### src/conv_defs.svh
// conv1 layer dimensions
// image, kernel, datapath widths and channel count for the first
// convolution layer of the digit classifier

`ifndef CONV_DEFS_SVH
`define CONV_DEFS_SVH

// input image, one 8-bit pixel per clock in raster order
`define CONV_IMG_W 28
`define CONV_IMG_H 28

// square kernel side
`define CONV_K 5

`define CONV_PIX_W 8   // pixel and weight width
`define CONV_ACC_W 21  // exact for 25 products of 8x8 bits
`define CONV_OUT_W 12  // wrapped output width

// sum is scaled down by this many bits before the bias
`define CONV_SHIFT 8

`define CONV_CH 3

`endif

### src/conv_pkg.sv
// conv1 layer types
// pixel, weight, window, kernel, accumulator and output types shared
// by the window buffer, the MACs and the bias stages

`default_nettype none

package conv_pkg;

    `include "conv_defs.svh"

    typedef logic [`CONV_PIX_W-1:0] pixel_t;          // unsigned grayscale
    typedef logic signed [`CONV_PIX_W-1:0] weight_t;  // weight or bias

    // index = row * K + column
    // row 0 is the oldest line, column 0 the oldest pixel
    typedef pixel_t [`CONV_K*`CONV_K-1:0] window_t;
    typedef weight_t [`CONV_K*`CONV_K-1:0] kernel_t;

    typedef logic signed [`CONV_ACC_W-1:0] acc_t;
    typedef logic signed [`CONV_OUT_W-1:0] conv_t;

endpackage

`default_nettype wire

### src/conv_bias_out.sv
// conv bias and output stage
// floor-shifts the MAC sum, adds the sign-extended bias and registers
// the wrapped 12-bit result with its strobe

`timescale 1ns/1ps
`default_nettype none

`include "conv_defs.svh"

module conv_bias_out
    import conv_pkg::*;
(
    input  logic    clk,
    input  logic    rst_n,
    input  acc_t    sum,
    input  logic    sum_valid,
    input  weight_t bias,
    output conv_t   conv_out,
    output logic    out_valid
);

    acc_t  sum_scaled;
    conv_t result;

    assign sum_scaled = sum >>> `CONV_SHIFT;                  // rounds toward -inf
    assign result     = conv_t'(sum_scaled) + conv_t'(bias);  // wraps at 12 bits

    always_ff @(posedge clk) begin
        conv_out <= result;
    end

    always_ff @(posedge clk) begin
        if (!rst_n) begin
            out_valid <= 1'b0;
        end else begin
            out_valid <= sum_valid;
        end
    end

endmodule

`default_nettype wire

### config.mk
export PLATFORM = sky130hd
export DESIGN_NAME = conv_bias_out
export DESIGN_NICKNAME = d
export VERILOG_FILES = /design/src/conv_pkg.sv /design/src/conv_bias_out.sv
export VERILOG_INCLUDE_DIRS = /design/src /design/src/src
export SDC_FILE = /design/constraint.sdc
export NUM_CORES = 1
export LEC_CHECK = 0
export BUFFER_PORTS_ARGS = -buffer_cell sky130_fd_sc_hd__buf_2
export CAP_MARGIN = 10
export CORE_AREA = 2 2 54 56
export CTS_CLUSTER_SIZE = 12
export DETAILED_ROUTE_END_ITERATION = 10
export DIE_AREA = 0 0 56 58
export PLACE_DENSITY = 0.69
export SLEW_MARGIN = 25
export SYNTH_ARGS = -nofsm -noshare
export SYNTH_HDL_FRONTEND = slang
export SYNTH_SLANG_ARGS = --single-unit
export TNS_END_PERCENT = 20
### constraint.sdc
create_clock -name clk -period 5.7 [get_ports clk]
set_clock_uncertainty 0.1 [all_clocks]
set_input_delay 0.855 -clock clk [delete_from_list [all_inputs] [get_ports clk]]
set_output_delay 0.855 -clock clk [all_outputs]
set_load 0.01 [all_outputs]
Yosys cells after proc, flatten, opt, wreduce, memory -nomap -nowiden. Cells that the tools add are included. Widths: inputs -> output; s select.

Register bits: 13. Input bits: 32. Output and inout port bits: 13. Word-level logic and storage cells: 3.

$add $sub $neg: 1.

Operators with widths (number): $add 12x8->12 (1).

Longest topological paths before layout.
Word-level depth: 1. Mapped depth: 7. Mapped depth without buffers: 7.

Worst setup path after synthesis. No wires, ideal clock.

Path type: input-to-reg. Start: input port sum[8]. End: register conv_out[8]. Setup time: 0.120 ns. Arrival: 2.472 ns. Data required time: 5.480 ns. Path slack: 3.007 ns. Stages on the path: 7. Buffers on the path: 0. Path through: ha_1 > fa_1 > a211oi_1 > nor2_1 > o21a_1 > o41a_1 > xor2_1.

Word-level cells in the longest chain between the ends: 1.

Ends and longest elaborated chain: start: declaration (line conv_bias_out.sv:15) `input acc_t sum,`; $add 12x8->12 (line conv_bias_out.sv:26) `assign result = conv_t'(sum_scaled) + conv_t'(bias);`; via result[8] (line conv_bias_out.sv:23) `conv_t result;`; end signal: assignment (line conv_bias_out.sv:29) `conv_out <= result;`; end: declaration (line conv_bias_out.sv:18) `output conv_t conv_out,`.

The timed path passes the listed nets, and every way through them passes these cells. A chain may end at the register's enable or synchronous reset.

Worst setup path after layout. Same ends and word-level chain as after synthesis.

==> impl_metrics.json <==
{
  "routed_wirelength_mm": 1.56,
  "cts_buffers": 3,
  "rsz0062_at_grt": "false",
  "max_cap_violations": 0,
  "cts-root-buf": "clkbuf_4",
  "grt_pass1_wl_mm": 2.51,
  "yosysWarnings": 0,
  "cts_setup_buffers": 0,
  "fin_ws_ps": 3010,
  "vias_per_cell": 4.66,
  "yosysSeqAreaShare_pct": 33.8,
  "dieArea_um2": 3250,
  "max_clock_freq_mhz": 371,
  "routed-via-count": 667,
  "cts_hold_buf": 0,
  "dieWidth_um": 56,
  "p_per_area_nw_per_um2": 254,
  "synth_area_leaders": "dfxtp_1, ha_1, xnor2_1, xor2_1, a21oi_1",
  "dp_hpwl_mm": 1.39,
  "cts.clk_slew.worst_paths_ps": 70,
  "hold_violations": 0,
  "cp-start-kind": "primary input",
  "drc_errors": 0,
  "gp_congestion": 0.682,
  "drv_slew": 0,
  "grt_max_degree": 8,
  "synth_cell_type_count": 24,
  "io_pins": 45,
  "relSlewSlack_pct": 78.6,
  "wl_per_cell_um": 10.9,
  "cts_buffer_depth": 2,
  "grt_usage_pct": 9.63,
  "port_buffers": 35,
  "start_util_pct": 28.9,
  "ir_worst_vdd_uv": 140,
  "synth_top_area_share_pct": 33.8,
  "dieHeight_um": 58,
  "syn_area_um2": 769,
  "grt_overflow": 0,
  "htreeDepth": 1,
  "slowest_stage": "fa_1",
  "tightest_slew_ps": 321,
  "drt_iter0_markers": 5,
  "fp-row-count": 19,
  "tns_ps": 0,
  "crit_type": "primary input to flip-flop",
  "stdcell_area_um2": 1010,
  "synthesis.nets": 117,
  "crit_path_max_incr_delay_ps": 430,
  "hold_path.class": "primary input to flip-flop",
  "crit_arrival_ps": 2740,
  "cts_tree": "built",
  "finalSetupViolCount": 0,
  "run_status": "finished, final reports clean",
  "cts_sinks": 13,
  "period_minus_slack_ps": 2690,
  "drtPass1Iterations": 3,
  "worstPathRequired_ps": 5740,
  "antenna_found_initial": 0,
  "yosysTopAreaCell": "dfxtp_1",
  "cts_resized": 0,
  "grt_pass1_vias": 637,
  "postRouteAntennaNets": 0,
  "crit_chain": "buf_2 -> ha_1 -> fa_1 -> a211oi_1 -> nor2_1 -> o21a_1 -> o41a_1 -> xor2_1",
  "layout-drive-gt1-share_pct": 37.5,
  "dp_slack_ps": 2730,
  "ys_seq_elements": 13,
  "synth_cells": 73,
  "cellLeakagePower_nw": 0.484,
  "nNetsFinal": 157,
  "core_um2": 2660,
  "post_dp_cell_area_um2": 983,
  "syn_to_final_growth_pct": 31.2,
  "syn_avg_cell_area_um2": 10.5,
  "n_antenna_cell": 0,
  "endpoint_kind": "flip-flop",
  "cp_max_fo": 3,
  "post-route-period-util_pct": 47.3
}
-- logic make-up (layout without fill, tap and decap cells) --
group                      Yosys count  in the layout  synth area share (%)
DFF                                 13             13                  33.8
adders and majority gates           12             12                  20.5
buffers and inverters                0             39                     0
AOI/OAI and AO/OA                   21             21                  22.3
xor gates and xnor gates            10             10                  11.4
and+or+nand+nor                     17             17                  12.0
-- flip-flops by register name, summed over array words and instances, names as in the netlist --
| register | cells |
|---|---|
| out_valid | 1 |
| conv_out | 12 |
-- through the flow --
step	std cells	utilization (%)	hold slack (ps)	total power, mW
2_1_floorplan	73	-	875	0.173
3_3_place_gp	139	36.9	955	0.204
3_5_place_dp	139	36.9	980	0.207
4_1_cts	143	37.9	709	0.259
5_1_grt	143	37.9	715	0.270
6_report	143	37.9	710	0.256
-- area by class of cell --
class,instances,area (um2)
repair buffers,35,175
flip-flops and latches,13,260
clock buffers,4,26.3
well taps,31,38.8
multi-input cells,60,509
fillers,289,1650
-- critical path, delay by kind of cell --
kind	cells	cell delay, ps
compound gates	3	870
fa+ha+maj	2	650
simple gates	1	110
buf+inv	1	100
xor+xnor	1	150
-- synthesized netlist by cell type --
| library cell | number |
|---|---|
| dfxtp_1 | 13 |
| ha_1 | 11 |
| a21oi_1 | 6 |
| nor2_1 | 6 |
| xnor2_1 | 6 |
| and2_1 | 4 |
| xor2_1 | 4 |
| a21o_1 | 3 |
| a211oi_1 | 2 |
| nor3_1 | 2 |
| o21a_1 | 2 |
| o21ai_0 | 2 |
| a2111oi_4 | 1 |
| a21boi_1 | 1 |
| a21oi_2 | 1 |
| a41oi_2 | 1 |
| and3_1 | 1 |
| and3_4 | 1 |
| fa_1 | 1 |
| nand2_1 | 1 |
| nand3b_1 | 1 |
| nand4_1 | 1 |
| o211ai_1 | 1 |
| o41a_1 | 1 |
-- routing by layer --
| layer | routed length, um | GRT usage (%) |
|---|---|---|
| met1 | 692 | 11.4 |
| met4 | 17 | 5.10 |
| met5 | 0 | 0 |
| met2 | 760 | 17.0 |
| met3 | 93 | 1.34 |
-- report_power, final --
group          internal, mW  switching [mW]  leakage, nW
Combinational        0.0439          0.0477        0.359
Clock                0.0270          0.0254       0.0150
Sequential            0.109         0.00346        0.110
Total                 0.180          0.0765        0.484
-- final timing paths --
path / start / endpoint / slack, ps / cells past startpoint
max: sum[8] / conv_out[8] / 3010 / 8
min: sum_valid / out_valid / 710 / 2
-- placed cells by master, fill, tap and decap left out, drive strengths merged --
cell	netlist	final
a211oi	2	2
nand2	1	1
o21a	2	2
o211ai	1	1
nand3b	1	1
xnor2	6	6
clkbuf	0	4
nand4	1	1
nor2	6	6
xor2	4	4
ha	11	11
o21ai	2	2
buf	0	35
a21oi	7	7
a21boi	1	1
a21o	3	3
and2	4	4
o41a	1	1
a41oi	1	1
nor3	2	2
fa	1	1
dfxtp	13	13
a2111oi	1	1
and3	2	2
(Power assumes the default switching activity.)
