File: config.mk
export PLATFORM = sky130hd
export DESIGN_NAME = conv_mac
export DESIGN_NICKNAME = d
export VERILOG_FILES = /design/src/conv_pkg.sv /design/src/conv_mac.sv
export VERILOG_INCLUDE_DIRS = /design/src /design/src/src
export SDC_FILE = /design/constraint.sdc
export NUM_CORES = 2
export LEC_CHECK = 0
export ABC_AREA = 1
export BUFFER_PORTS_ARGS = -buffer_cell sky130_fd_sc_hd__buf_2
export CAP_MARGIN = 0
export CORE_ASPECT_RATIO = 1.25
export CORE_MARGIN = 2
export CORE_UTILIZATION = 61
export CTS_CLUSTER_DIAMETER = 80
export DETAILED_ROUTE_END_ITERATION = 6
export PLACE_DENSITY_LB_ADDON = 0.25
export SKIP_CTS_REPAIR_TIMING = 1
export SYNTH_ARGS = -nofsm -noshare
export SYNTH_HDL_FRONTEND = slang
export SYNTH_SLANG_ARGS = --single-unit
File: constraint.sdc
create_clock -name clk -period 23.4 [get_ports clk]
set_input_delay 3.51 -clock clk [delete_from_list [all_inputs] [get_ports clk]]
set_output_delay 3.51 -clock clk [all_outputs]
set_load 0.01 [all_outputs]
File: src/conv_defs.svh
// conv1 layer dimensions
// image, kernel, datapath widths and channel count for the first
// convolution layer of the digit classifier

`ifndef CONV_DEFS_SVH
`define CONV_DEFS_SVH

// input image, one 8-bit pixel per clock in raster order
`define CONV_IMG_W 28
`define CONV_IMG_H 28

// square kernel side
`define CONV_K 5

`define CONV_PIX_W 8   // pixel and weight width
`define CONV_ACC_W 21  // exact for 25 products of 8x8 bits
`define CONV_OUT_W 12  // wrapped output width

// sum is scaled down by this many bits before the bias
`define CONV_SHIFT 8

`define CONV_CH 3

`endif

File: src/conv_pkg.sv
// conv1 layer types
// pixel, weight, window, kernel, accumulator and output types shared
// by the window buffer, the MACs and the bias stages

`default_nettype none

package conv_pkg;

    `include "conv_defs.svh"

    typedef logic [`CONV_PIX_W-1:0] pixel_t;          // unsigned grayscale
    typedef logic signed [`CONV_PIX_W-1:0] weight_t;  // weight or bias

    // index = row * K + column
    // row 0 is the oldest line, column 0 the oldest pixel
    typedef pixel_t [`CONV_K*`CONV_K-1:0] window_t;
    typedef weight_t [`CONV_K*`CONV_K-1:0] kernel_t;

    typedef logic signed [`CONV_ACC_W-1:0] acc_t;
    typedef logic signed [`CONV_OUT_W-1:0] conv_t;

endpackage

`default_nettype wire

File: src/conv_mac.sv
// conv MAC
// 25-term multiply-accumulate of one window against one channel's
// kernel, exact in acc_t and registered with its strobe

`timescale 1ns/1ps
`default_nettype none

`include "conv_defs.svh"

module conv_mac
    import conv_pkg::*;
(
    input  logic    clk,
    input  logic    rst_n,
    input  window_t window,
    input  kernel_t kernel,
    input  logic    win_valid,
    output acc_t    sum,
    output logic    sum_valid
);

    acc_t sum_next;

    // pixels zero-extended, weights sign-extended; no overflow at 21 bits
    always_comb begin
        sum_next = '0;
        for (int i = 0; i < `CONV_K*`CONV_K; i++) begin
            sum_next = sum_next + acc_t'(window[i]) * acc_t'(signed'(kernel[i]));
        end
    end

    // sum register runs every cycle
    always_ff @(posedge clk) begin
        sum <= sum_next;
    end

    always_ff @(posedge clk) begin
        if (!rst_n) begin
            sum_valid <= 1'b0;
        end else begin
            sum_valid <= win_valid;
        end
    end

endmodule

`default_nettype wire

## Yosys cells after proc, flatten, opt, wreduce, memory -nomap -nowiden

Index checks and enable logic that the tools add are counted.

| word-level totals | value |
|---|---|
| register bits after elaboration | 22 |
| input bits | 403 |
| output and inout port bits | 22 |
| logic and storage cells | 51 |

| operators by class | value |
|---|---|
| add/subtract/negate cells | 24 |
| multiply operators | 25 |

Operators with widths:

| kind | number |
|---|---|
| $mul 9x8->17 | 25 |
| $add 21x17->21 | 20 |
| $add 20x17->21 | 1 |
| $add 19x17->20 | 1 |
| $add 18x17->19 | 1 |
| $add 17x17->18 | 1 |

## Logic depth before layout (Yosys ltp)

| depth | value |
|---|---|
| depth in word-level cells | 25 |
| depth in mapped cells | 43 |
| gate-level depth less buffers | 42 |

## Least setup slack after synthesis

OpenSTA, ideal clock, no wires.

| timing | value |
|---|---|
| path type | input -> register |
| start | input port window[184] (netlist name) |
| end | register sum[18] |
| library setup time | 0.120 ns |
| arrival | 11.795 ns |
| required time | 23.280 ns |
| setup slack | 11.486 ns |
| stages | 32 |
| path buffers | 1 |
| path through | clkbuf_1 -> or2_2 -> fa_1 -> inv_1 -> fa_1 -> fa_1 -> fa_1 -> inv_1 -> fa_1 -> inv_1 -> fa_1 -> inv_1 -> fa_1 -> fa_1 -> fa_1 -> inv_1 -> fa_1 -> fa_1 -> fa_1 -> inv_1 -> fa_1 -> inv_1 -> ha_1 -> nand2_1 -> inv_1 -> a21oi_1 -> inv_1 -> a21oi_1 -> nand2_1 -> nand2_1 -> nand2_1 -> xor2_1 |

| between the ends | value |
|---|---|
| cells in the longest elaborated chain, start to end | 3 |

RTL lines:

| what | RTL line | source |
|---|---|---|
| start: declaration | conv_mac.sv:15 | `input window_t window,` |
| $mul 9x8->17 | conv_mac.sv:28 | `sum_next = sum_next + acc_t'(window[i]) * acc_t'(signed'(kernel[i]));` |
| $add 21x17->21 (2 in a row) | conv_mac.sv:28 |  |
| net sum_next[18] | conv_mac.sv:22 | `acc_t sum_next;` |
| end signal: assignment | conv_mac.sv:34 | `sum <= sum_next;` |
| end: declaration | conv_mac.sv:18 | `output acc_t sum,` |

The timed path passes the listed nets, and every way through them passes these cells.
A chain may end at the register's enable or synchronous reset.

## Worst setup path in the final report

| timing | value |
|---|---|
| start | input port kernel[199] (netlist name) |
| end | register sum[18] |

| between the ends | value |
|---|---|
| cells in the longest elaborated chain, start to end | 2 |

RTL lines:

| what | RTL line | source |
|---|---|---|
| start: declaration | conv_mac.sv:16 | `input kernel_t kernel,` |
| $mul 9x8->17 | conv_mac.sv:28 |  |
| $add 21x17->21 | conv_mac.sv:28 |  |
| net sum_next[18] | conv_mac.sv:22 |  |

The timed path passes the listed nets, and every way through them passes these cells.

==> results_dict.tcl <==
set metrics [dict create \
    worstMarginPinSlew_ps 583 \
    setup_viol_count_final 0 \
    gp_congestion 1.05 \
    synth_nets 10300 \
    start_kind "primary input" \
    grt_pass1_vias 49600 \
    critPathRequiredTime_ps 23560 \
    status "finished clean" \
    via_count 45200 \
    cp-end-kind "register" \
    ys_warn_count 0 \
    post-route-drc-count 0 \
    overflow 0 \
    cts_buffer_depth 2 \
    ctsHtreeMaxLevel 1 \
    vias_per_cell 5.06 \
    synth_area_leaders "fa_1 53%, inv_1 17%, ha_1 15%" \
    root_buffer "clkbuf_16" \
    crit_type "primary input to register" \
    layout_common_cells "2882 x inv_1, 1657 x fa_1, 1499 x nand2_1" \
    final.min_clock_period_ps 12540 \
    grt_setup_unrepaired "false" \
    maxCapViolCount 0 \
    drt_pass1_iterations 5 \
    die_h_um 362 \
    ant_nets 0 \
    slowest_delay_ps 570 \
    grt_pass1_wl_um 277000 \
    cts_sinks 22 \
    drt-initial-drc-count 2897 \
    syn_area_mm2 0.0627 \
    synth.distinct_cells 31 \
    fin_crit_sh_pct 53.6 \
    area_growth_pct 4.09 \
    yosys.area.top_type_share_pct 52.9 \
    cp.arrival_ps 12700 \
    grt_antenna_before_repair 33 \
    numPortBuffers 424 \
    fmax_mhz 79.7 \
    synth_top_area_cell "fa_1" \
    max-slew-margin-rel_pct 60.9 \
    initial_utilization_pct 61.5 \
    rows 131 \
    cts_tree "done" \
    totalWireLength_um 177000 \
    fp.dieW_um 291 \
    seq_area_frac_synth_pct 0.703 \
    wl_per_cell_um 19.8 \
    dieArea_mm2 0.105 \
    hold_path_class "primary input to register" \
    drive_gt1_share_pct 6.57 \
    cpMostUsedCell "fa_1" \
    setup_tns_ps 0 \
    cts_buffers 3 \
    slowest_stage "fa_1" \
    netlist_instances 7524 \
    nNetsFinal 10400 \
    maxSlewViolCount 0 \
    fp.coreArea_mm2 0.102 \
    grt_use_total_pct 35.1 \
    ys_ff_latch 22 \
    grt_max_degree 14 \
    num_io_pins 425 \
    hold_viol 0 \
    place_hpwl_um 165000 \
    path_max_fanout 9 \
    layout_commonest_cell "inv_1" \
    clk_pin_slew_ps 70 \
    avgSynthCellArea_um2 8.33 \
]
## critical path, delay by kind of cell
kind / cells / cell delay, ps
AO/OA/AOI/OAI: 2 / 320
XOR/XNOR: 1 / 150
adder cells (fa/ha/maj): 14 / 6800
buffers and inverters: 9 / 1030
AND/OR/NAND/NOR: 5 / 860
## logic make-up (layout without fill, tap and decap cells)
group                    count (synthesis)  in the layout  share of synthesized area, %
adder cells (fa/ha/maj)               2421           2421                          68.2
AO/OA/AOI/OAI                           37             37                         0.377
other                                    0             28                             0
XOR/XNOR                                27             27                         0.377
buffers and inverters                 3275           3329                          19.6
AND/OR/NAND/NOR                       1742           1742                          10.8
flip-flops                              22             22                         0.703
## cell type report
cell class	count	area, um^2
Inverter	2900	10900
Timing Repair Buffer	425	2130
Sequential cell	22	440
Multi-Input combinational cell	4227	49900
Fill cell	8945	36700
Tap cell	1330	1660
Clock buffer	3	75.1
Antenna cell	28	70.1
Clock inverter	1	30.0
## final timing paths
path	cells past startpoint	slack, ps	endpoint	start
setup / recovery	31	10860	sum[18]$_DFF_P_	kernel[199]
hold / removal	3	3420	sum_valid$_SDFF_PN0_	win_valid
## per-stage QoR
| stage | cell area [um^2] | util (%) | hold slack (ps) | setup slack [ps] | cells |
|---|---|---|---|---|---|
| 6_report | 65200 | 64.0 | 3420 | 10860 | 8936 |
| 5_1_grt | 65200 | 64.0 | 3450 | 10400 | 8922 |
| 4_1_cts | 65200 | 63.9 | 3410 | 10800 | 8908 |
| 3_5_place_dp | 65100 | 63.8 | 3690 | 10510 | 8904 |
| 3_3_place_gp | 65100 | 63.8 | 3680 | 10580 | 8904 |
| 2_1_floorplan | 62700 | - | 3600 | 11490 | 7524 |
## routing by layer
layer	global-route usage [%]	wire length, um	vias up
li1	-	-	20300
met1	40.7	61600	22800
met2	62.4	90400	1578
met3	2.40	9030	473
met4	24.6	15900	18
met5	0	118	-
## cells in the mapped netlist (all sizes together)
cell and instances:
inv 2886, fa 1657, nand2 1501, ha 764, clkbuf 375, nor2 160, or2 58, a21oi 22
dfxtp 22, nand3 17, xnor2 15, clkinv 14, xor2 12, o21ai 6, nand3b 3, a21o 2
or2b 2, a21boi 1, a221oi 1, a31o 1, a31oi 1, nor3 1, o2111ai 1, o311ai 1
o31ai 1
## sequential cells by signal (all words and copies together), names as in the netlist
| register | flops |
|---|---|
| sum_valid | 1 |
| sum | 21 |
Power is left out: the tool's default activity adds up to more than one toggle a clock period on the data nets, which glitch-free logic cannot reach.
