==> src/conv_defs.svh <==
// conv1 layer dimensions
// image, kernel, datapath widths and channel count for the first
// convolution layer of the digit classifier

`ifndef CONV_DEFS_SVH
`define CONV_DEFS_SVH

// input image, one 8-bit pixel per clock in raster order
`define CONV_IMG_W 28
`define CONV_IMG_H 28

// square kernel side
`define CONV_K 5

`define CONV_PIX_W 8   // pixel and weight width
`define CONV_ACC_W 21  // exact for 25 products of 8x8 bits
`define CONV_OUT_W 12  // wrapped output width

// sum is scaled down by this many bits before the bias
`define CONV_SHIFT 8

`define CONV_CH 3

`endif

==> src/conv_pkg.sv <==
// conv1 layer types
// pixel, weight, window, kernel, accumulator and output types shared
// by the window buffer, the MACs and the bias stages

`default_nettype none

package conv_pkg;

    `include "conv_defs.svh"

    typedef logic [`CONV_PIX_W-1:0] pixel_t;          // unsigned grayscale
    typedef logic signed [`CONV_PIX_W-1:0] weight_t;  // weight or bias

    // index = row * K + column
    // row 0 is the oldest line, column 0 the oldest pixel
    typedef pixel_t [`CONV_K*`CONV_K-1:0] window_t;
    typedef weight_t [`CONV_K*`CONV_K-1:0] kernel_t;

    typedef logic signed [`CONV_ACC_W-1:0] acc_t;
    typedef logic signed [`CONV_OUT_W-1:0] conv_t;

endpackage

`default_nettype wire

==> src/conv_window_buffer.sv <==
// conv window buffer
// four line delays and a 5x5 shift-register window over the raster
// pixel stream; win_valid marks each complete window position

`timescale 1ns/1ps
`default_nettype none

`include "conv_defs.svh"

module conv_window_buffer
    import conv_pkg::*;
(
    input  logic    clk,
    input  logic    rst_n,
    input  pixel_t  data_in,
    output window_t window,
    output logic    win_valid
);

    localparam int COL_W = $clog2(`CONV_IMG_W);
    localparam int ROW_W = $clog2(`CONV_IMG_H);
    localparam int LINES = `CONV_K - 1;

    logic [COL_W-1:0] col_cnt;  // raster position of data_in
    logic [ROW_W-1:0] row_cnt;
    logic [COL_W-1:0] col_q;    // column of pix_q, line memory pointer
    logic             pos_ok;   // pix_q closes a full window

    pixel_t pix_q;
    pixel_t line_mem [LINES][`CONV_IMG_W];
    pixel_t tap [LINES];        // tap[k] is k+1 lines above pix_q

    // raster tracking, frame alignment comes from reset
    always_ff @(posedge clk) begin
        if (!rst_n) begin
            col_cnt   <= '0;
            row_cnt   <= '0;
            col_q     <= '0;
            pos_ok    <= 1'b0;
            win_valid <= 1'b0;
        end else begin
            col_q     <= col_cnt;
            pos_ok    <= (row_cnt >= ROW_W'(LINES)) && (col_cnt >= COL_W'(LINES));
            win_valid <= pos_ok;
            if (col_cnt == COL_W'(`CONV_IMG_W - 1)) begin
                col_cnt <= '0;
                if (row_cnt == ROW_W'(`CONV_IMG_H - 1)) begin
                    row_cnt <= '0;  // next frame follows directly
                end else begin
                    row_cnt <= row_cnt + 1'b1;
                end
            end else begin
                col_cnt <= col_cnt + 1'b1;
            end
        end
    end

    // same column of the previous lines, read before this cycle's write
    always_comb begin
        for (int k = 0; k < LINES; k++) begin
            tap[k] = line_mem[k][col_q];
        end
    end

    always_ff @(posedge clk) begin
        pix_q <= data_in;

        // cascade: each line memory feeds the one above it
        line_mem[0][col_q] <= pix_q;
        for (int k = 1; k < LINES; k++) begin
            line_mem[k][col_q] <= tap[k-1];
        end

        // shift the window left by one column
        for (int r = 0; r < `CONV_K; r++) begin
            for (int c = 0; c < `CONV_K - 1; c++) begin
                window[r*`CONV_K + c] <= window[r*`CONV_K + c + 1];
            end
        end

        // new right column, oldest line on top
        for (int r = 0; r < LINES; r++) begin
            window[r*`CONV_K + LINES] <= tap[LINES-1-r];
        end
        window[LINES*`CONV_K + LINES] <= pix_q;  // newest pixel, bottom right
    end

endmodule

`default_nettype wire

==> config.mk <==
export PLATFORM = sky130hd
export DESIGN_NAME = conv_window_buffer
export DESIGN_NICKNAME = d
export VERILOG_FILES = /design/src/conv_pkg.sv /design/src/conv_window_buffer.sv
export VERILOG_INCLUDE_DIRS = /design/src /design/src/src
export SDC_FILE = /design/constraint.sdc
export NUM_CORES = 1
export LEC_CHECK = 0
export ABC_AREA = 1
export BUFFER_PORTS_ARGS = -buffer_cell sky130_fd_sc_hd__clkbuf_2
export CELL_PAD_IN_SITES_DETAIL_PLACEMENT = 0
export CELL_PAD_IN_SITES_GLOBAL_PLACEMENT = 1
export CORE_ASPECT_RATIO = 1.4
export CORE_UTILIZATION = 49
export DETAILED_ROUTE_END_ITERATION = 7
export PLACE_DENSITY = 0.75
export REMOVE_ABC_BUFFERS = 1
export SLEW_MARGIN = 20
export SYNTH_ARGS = -nofsm -noshare
export SYNTH_HDL_FRONTEND = slang
export SYNTH_SLANG_ARGS = --single-unit
==> constraint.sdc <==
create_clock -name clk -period 3.7 [get_ports clk]
set_input_delay 0.185 -clock clk [delete_from_list [all_inputs] [get_ports clk]]
set_output_delay 0.185 -clock clk [all_outputs]
set_load 0.005 [all_outputs]
# After elaboration in Yosys (flattened, before gate mapping)
# Memory sizes are Yosys's and may differ from the RTL's.
# Index checks and enable logic that the tools add are counted.
[word_totals]
memories = 1
latch_bits = 0
ram_bits = 896
register_bits = 225
out_inout_bits = 201
rom_bits = 0
[memory_table]
columns = ["memory", "depth", "width", "rd", "rd_clocked_by_memory_dff", "wr", "line_no", "source"]
rows = [
  ["line_mem", 4, 224, 4, 0, 4, "conv_window_buffer.sv:30", "pixel_t line_mem [LINES][`CONV_IMG_W];"],
]
[op_classes]
n_reduce_logical = 3
magnitude_cmp = 4
n_bitwise = 2
n_div = 0
multipliers = 0
n_eq_ne = 2
n_addsub = 2
shifts = 0
n_mux = 15
[op_table]
columns = ["op", "n"]
rows = [
  ["8-bit binary-select mux with 5-bit select", 4],
  ["8-bit 2-to-1 mux", 9],
  ["8-bit demux with 5-bit select", 1],
  ["5-bit by 1-bit adder with 5-bit output (second input constant)", 2],
  ["5-bit equality test (second input constant)", 2],
  ["5-bit by 3-bit greater-or-equal comparator with 1-bit output (second input constant)", 2],
  ["6-bit greater-or-equal comparator (second input constant)", 1],
  ["6-bit by 1-bit < comparator with 1-bit output (second input constant)", 1],
  ["5-bit NOT with 6-bit output", 1],
  ["5-bit 2-to-1 mux", 1],
  ["1-bit logical AND", 2],
  ["2-bit OR reduction", 1],
  ["1-bit NOT", 1],
]

# Longest topological paths before layout
[depth]
ltp_word = 5
mapped_depth = 12
ltp_nobuf = 9

# Worst setup path after synthesis
# OpenSTA, ideal clock, no wires.
[synth_timing]
kind = "reg2reg"
startpoint = "reg col_q[1]"
endpoint = "mem line_mem[0][144] (netlist bit), enable pin"
setup_ns = 0.421
synth_period_minus_slack_ns = 2.876
path_stages_with_launch = 7
arrival_ns = 2.455
n_path_buf = 3
setup_slack_ns = 0.824
cell_sequence = "dfxtp_1 -> buf_2 -> inv_2 -> buf_2 -> buf_2 -> nand2_1 -> nor2_1"
[synth_rtl]
columns = ["element", "line_no", "source"]
rows = [
  ["start: declaration", "conv_window_buffer.sv:26", "logic [COL_W-1:0] col_q;"],
  ["start signal: assignment", "conv_window_buffer.sv:42", "col_q <= col_cnt;"],
  ["end: declaration", "conv_window_buffer.sv:30", ""],
]

==> out/results.ini <==
[global_routing]
grt_pass1_vias=25539
overflow=0
grt_usage=0.252
grt_pass1_wl_mm=161
antenna_found_initial=1
grt_max_degree=112

[synthesis]
synth_area_leader_cell=edfxtp_1
syn_inst=3775
synthTopCellsByCount=nand2_1 (2224), edfxtp_1 (896), dfxtp_1 (225)
synth_compound_area_frac=0.00102
synth_edf_count=896
synth.area.top_cells=edfxtp_1 (64%), nand2_1 (20%), dfxtp_1 (11%)
synth_top_cell_area_share=0.644
netlist_area_mm2=0.0418
ys_seq_area_frac=0.752
synthXorXnorAreaFrac=0.000419
ys_ff_latch=1121
syn_area_per_cell_um2=11.1
synthMuxAreaShare=0
synthAdderAreaFrac=0.00120
yosysMostFrequentCell=nand2_1
synth_cell_types=25
ys.flop_type=edfxtp_1
yosysWarnings=0
synth_top_family_by_area=simple AND/OR/NAND/NOR gates
async_flop_share=0
synthSimpleGateAreaFrac=0.223

[clock_network]
numCtsBuffers=105
cts_max_path_buffers=3
cts_tree=yes
htree_levels=3
root_buffer=clkbuf_16
cts.sinks=1121
insertion_delay_ns=0.69
postCtsSetupBuffers=0
cts.clk_slew.worst_paths_ns=0.06

[sta]
rsz0062_at_grt=false
hold_viol=0
fin_crit_sh=0.744
fin_setup_tns_ns=0
timing.fmax_mhz=363
max_slew.worst_pin.slew_ns=0.996
hold_ws_ns=0.138
maxSlewHeadroom=0.335
maxSlewViolCount=0
period_needed_ns=2.75
finalSetupViolations=0
skew_ns=0.0282

[drt]
viasPerCell=5.09
wl_met3_mm=6.21
drt_wl_total_mm=108
drtIter0Drc=2209
first_pass_iters=5
top_layer=met4
wl_met2_mm=54.4
via_count=26664
wl_met1_mm=44.1
antenna_left=0
avgRoutedWirePerCell_um=20.6
post-route-drc-count=0

[floorplan]
die_area_mm2=0.0864
die_height_um=347
die_w_um=249
rows=126
start_util=0.495
core_area_mm2=0.0843
ioPinCount=211

[finish]
area_growth_pct=15.9
drive_gt1_frac=0.133
final_area_mm2=0.0484
insertedDiodeCount=0
fillerInstances=7047
final_util=0.574
nets=4072
multi_input_area_mm2=0.00964
seq_area_mm2=0.0314

[worst_setup_path]
start_kind=flop
crit_family=buffers and inverters
crit_chain=buf_4 > buf_4 > nand2_1 > nand2_1 > nand2_1 > nand2_1 > nand2_1 > nand2_1 > nor2_1 > nand2_1 > buf_4
slowest_delay_ns=0.58
crit_path_end_kind=flop
crit_path_max_fanout=52
path_class=flop to flop
cp.required_ns=4.19
crit_arrival_ns=3.24
path_common_cell=nand2_1
cp_slowest_cell=buf_4
cp.buffers_inverters=3

[status]
status=finished, final reports clean

[placed_design]
gp_congestion=0.790
dpl-instance-area_mm2=0.0448
io_buffer_count=210
hpwl_mm=59.6

[pwr]
ir_drop_mv=0.391
power_density_mw_per_mm2=576
p_leak_uw=0.0203

[min_path]
min_path_type=input pin to flop

[job]
max_cap_violations=0

[layout by cell type, fill, tap and decap left out, types with 7 or more instances in the layout]
cell and n:
buf_12 23, buf_4 100, bufinv_16 9, clkbuf_1 18, clkbuf_16 109, clkbuf_2 210
clkbuf_8 7, clkinv_1 12, clkinv_2 24, dfxtp_1 222, dlygate4sd3_1 9, edfxtp_1 896
inv_1 23, inv_2 7, inv_6 8, nand2_1 2224, nand3_1 36, nor2_1 134
nor2_4 30
[metal layers]
layer,global-route usage,vias up
li1,-,12828
met1,0.321,12835
met2,0.443,824
met3,0.0316,177
met4,0.0894,0
met5,0,-
[per-stage QoR]
stage          power, µW  std cells  setup slack (ns)
2_1_floorplan      16200       3609            -12.88
3_3_place_gp       17300       5030             0.972
3_5_place_dp       17300       5030             0.948
4_1_cts            28100       5239             0.941
5_1_grt            28800       5239             0.731
6_report           27900       5239             0.946
[registers in the layout (all words and copies together), names as in the netlist]
name and cells:
line_mem 896, window 200, pix_q 8, col_cnt 5, col_q 5, row_cnt 5, pos_ok 1, win_valid 1
[area by class of cell]
class | count | area share
Clock inverter | 65 | 0.0126
Multi-Input combinational cell | 2456 | 0.199
Sequential cell | 1121 | 0.649
Inverter | 32 | 0.00279
Timing Repair Buffer | 342 | 0.0486
Clock buffer | 135 | 0.0599
Tap cell | 1088 | 0.0281
[kinds of logic after synthesis]
family | after synthesis
flops | 1121
xor+xnor | 2
simple gates | 2442
compound gates | 8
fa+ha+maj | 4
buf+inv | 198
[where the power goes]
part	internal, µW	leakage [µW]	total, µW	switching [µW]
Combinational	657	0.00852	2140	1480
Clock	6200	0.00173	10900	4680
Sequential	14600	0.0100	14900	275
[worst register-to-register path: cells and delay by family, from the launching register on]
family                 cells  cell delay [ns]
buffers and inverters      3             1.45
and+or+nand+nor            8             0.64
DFF                        1             0.45
[worst paths after layout]
path	start	to	slack (ns)	cells past startpoint
setup / recovery	col_q[0]	line_mem[2][126]	0.95	11
hold / removal	data_in[2]	pix_q[2]	0.14	2
setup reg to reg	col_q[0]	line_mem[2][126]	0.95	11
hold reg to reg	window[189]	window[181]	0.34	0
[timing repair]
| action | 4_1_cts | 5_1_grt |
|---|---|---|
| endpoints found under the setup margin | 0 | 0 |
| gates resized for setup | 0 | 0 |
| hold buffers | 9 | 0 |
| hold endpoints to repair | 21 | 0 |
Power figures use the tool's default switching activity.
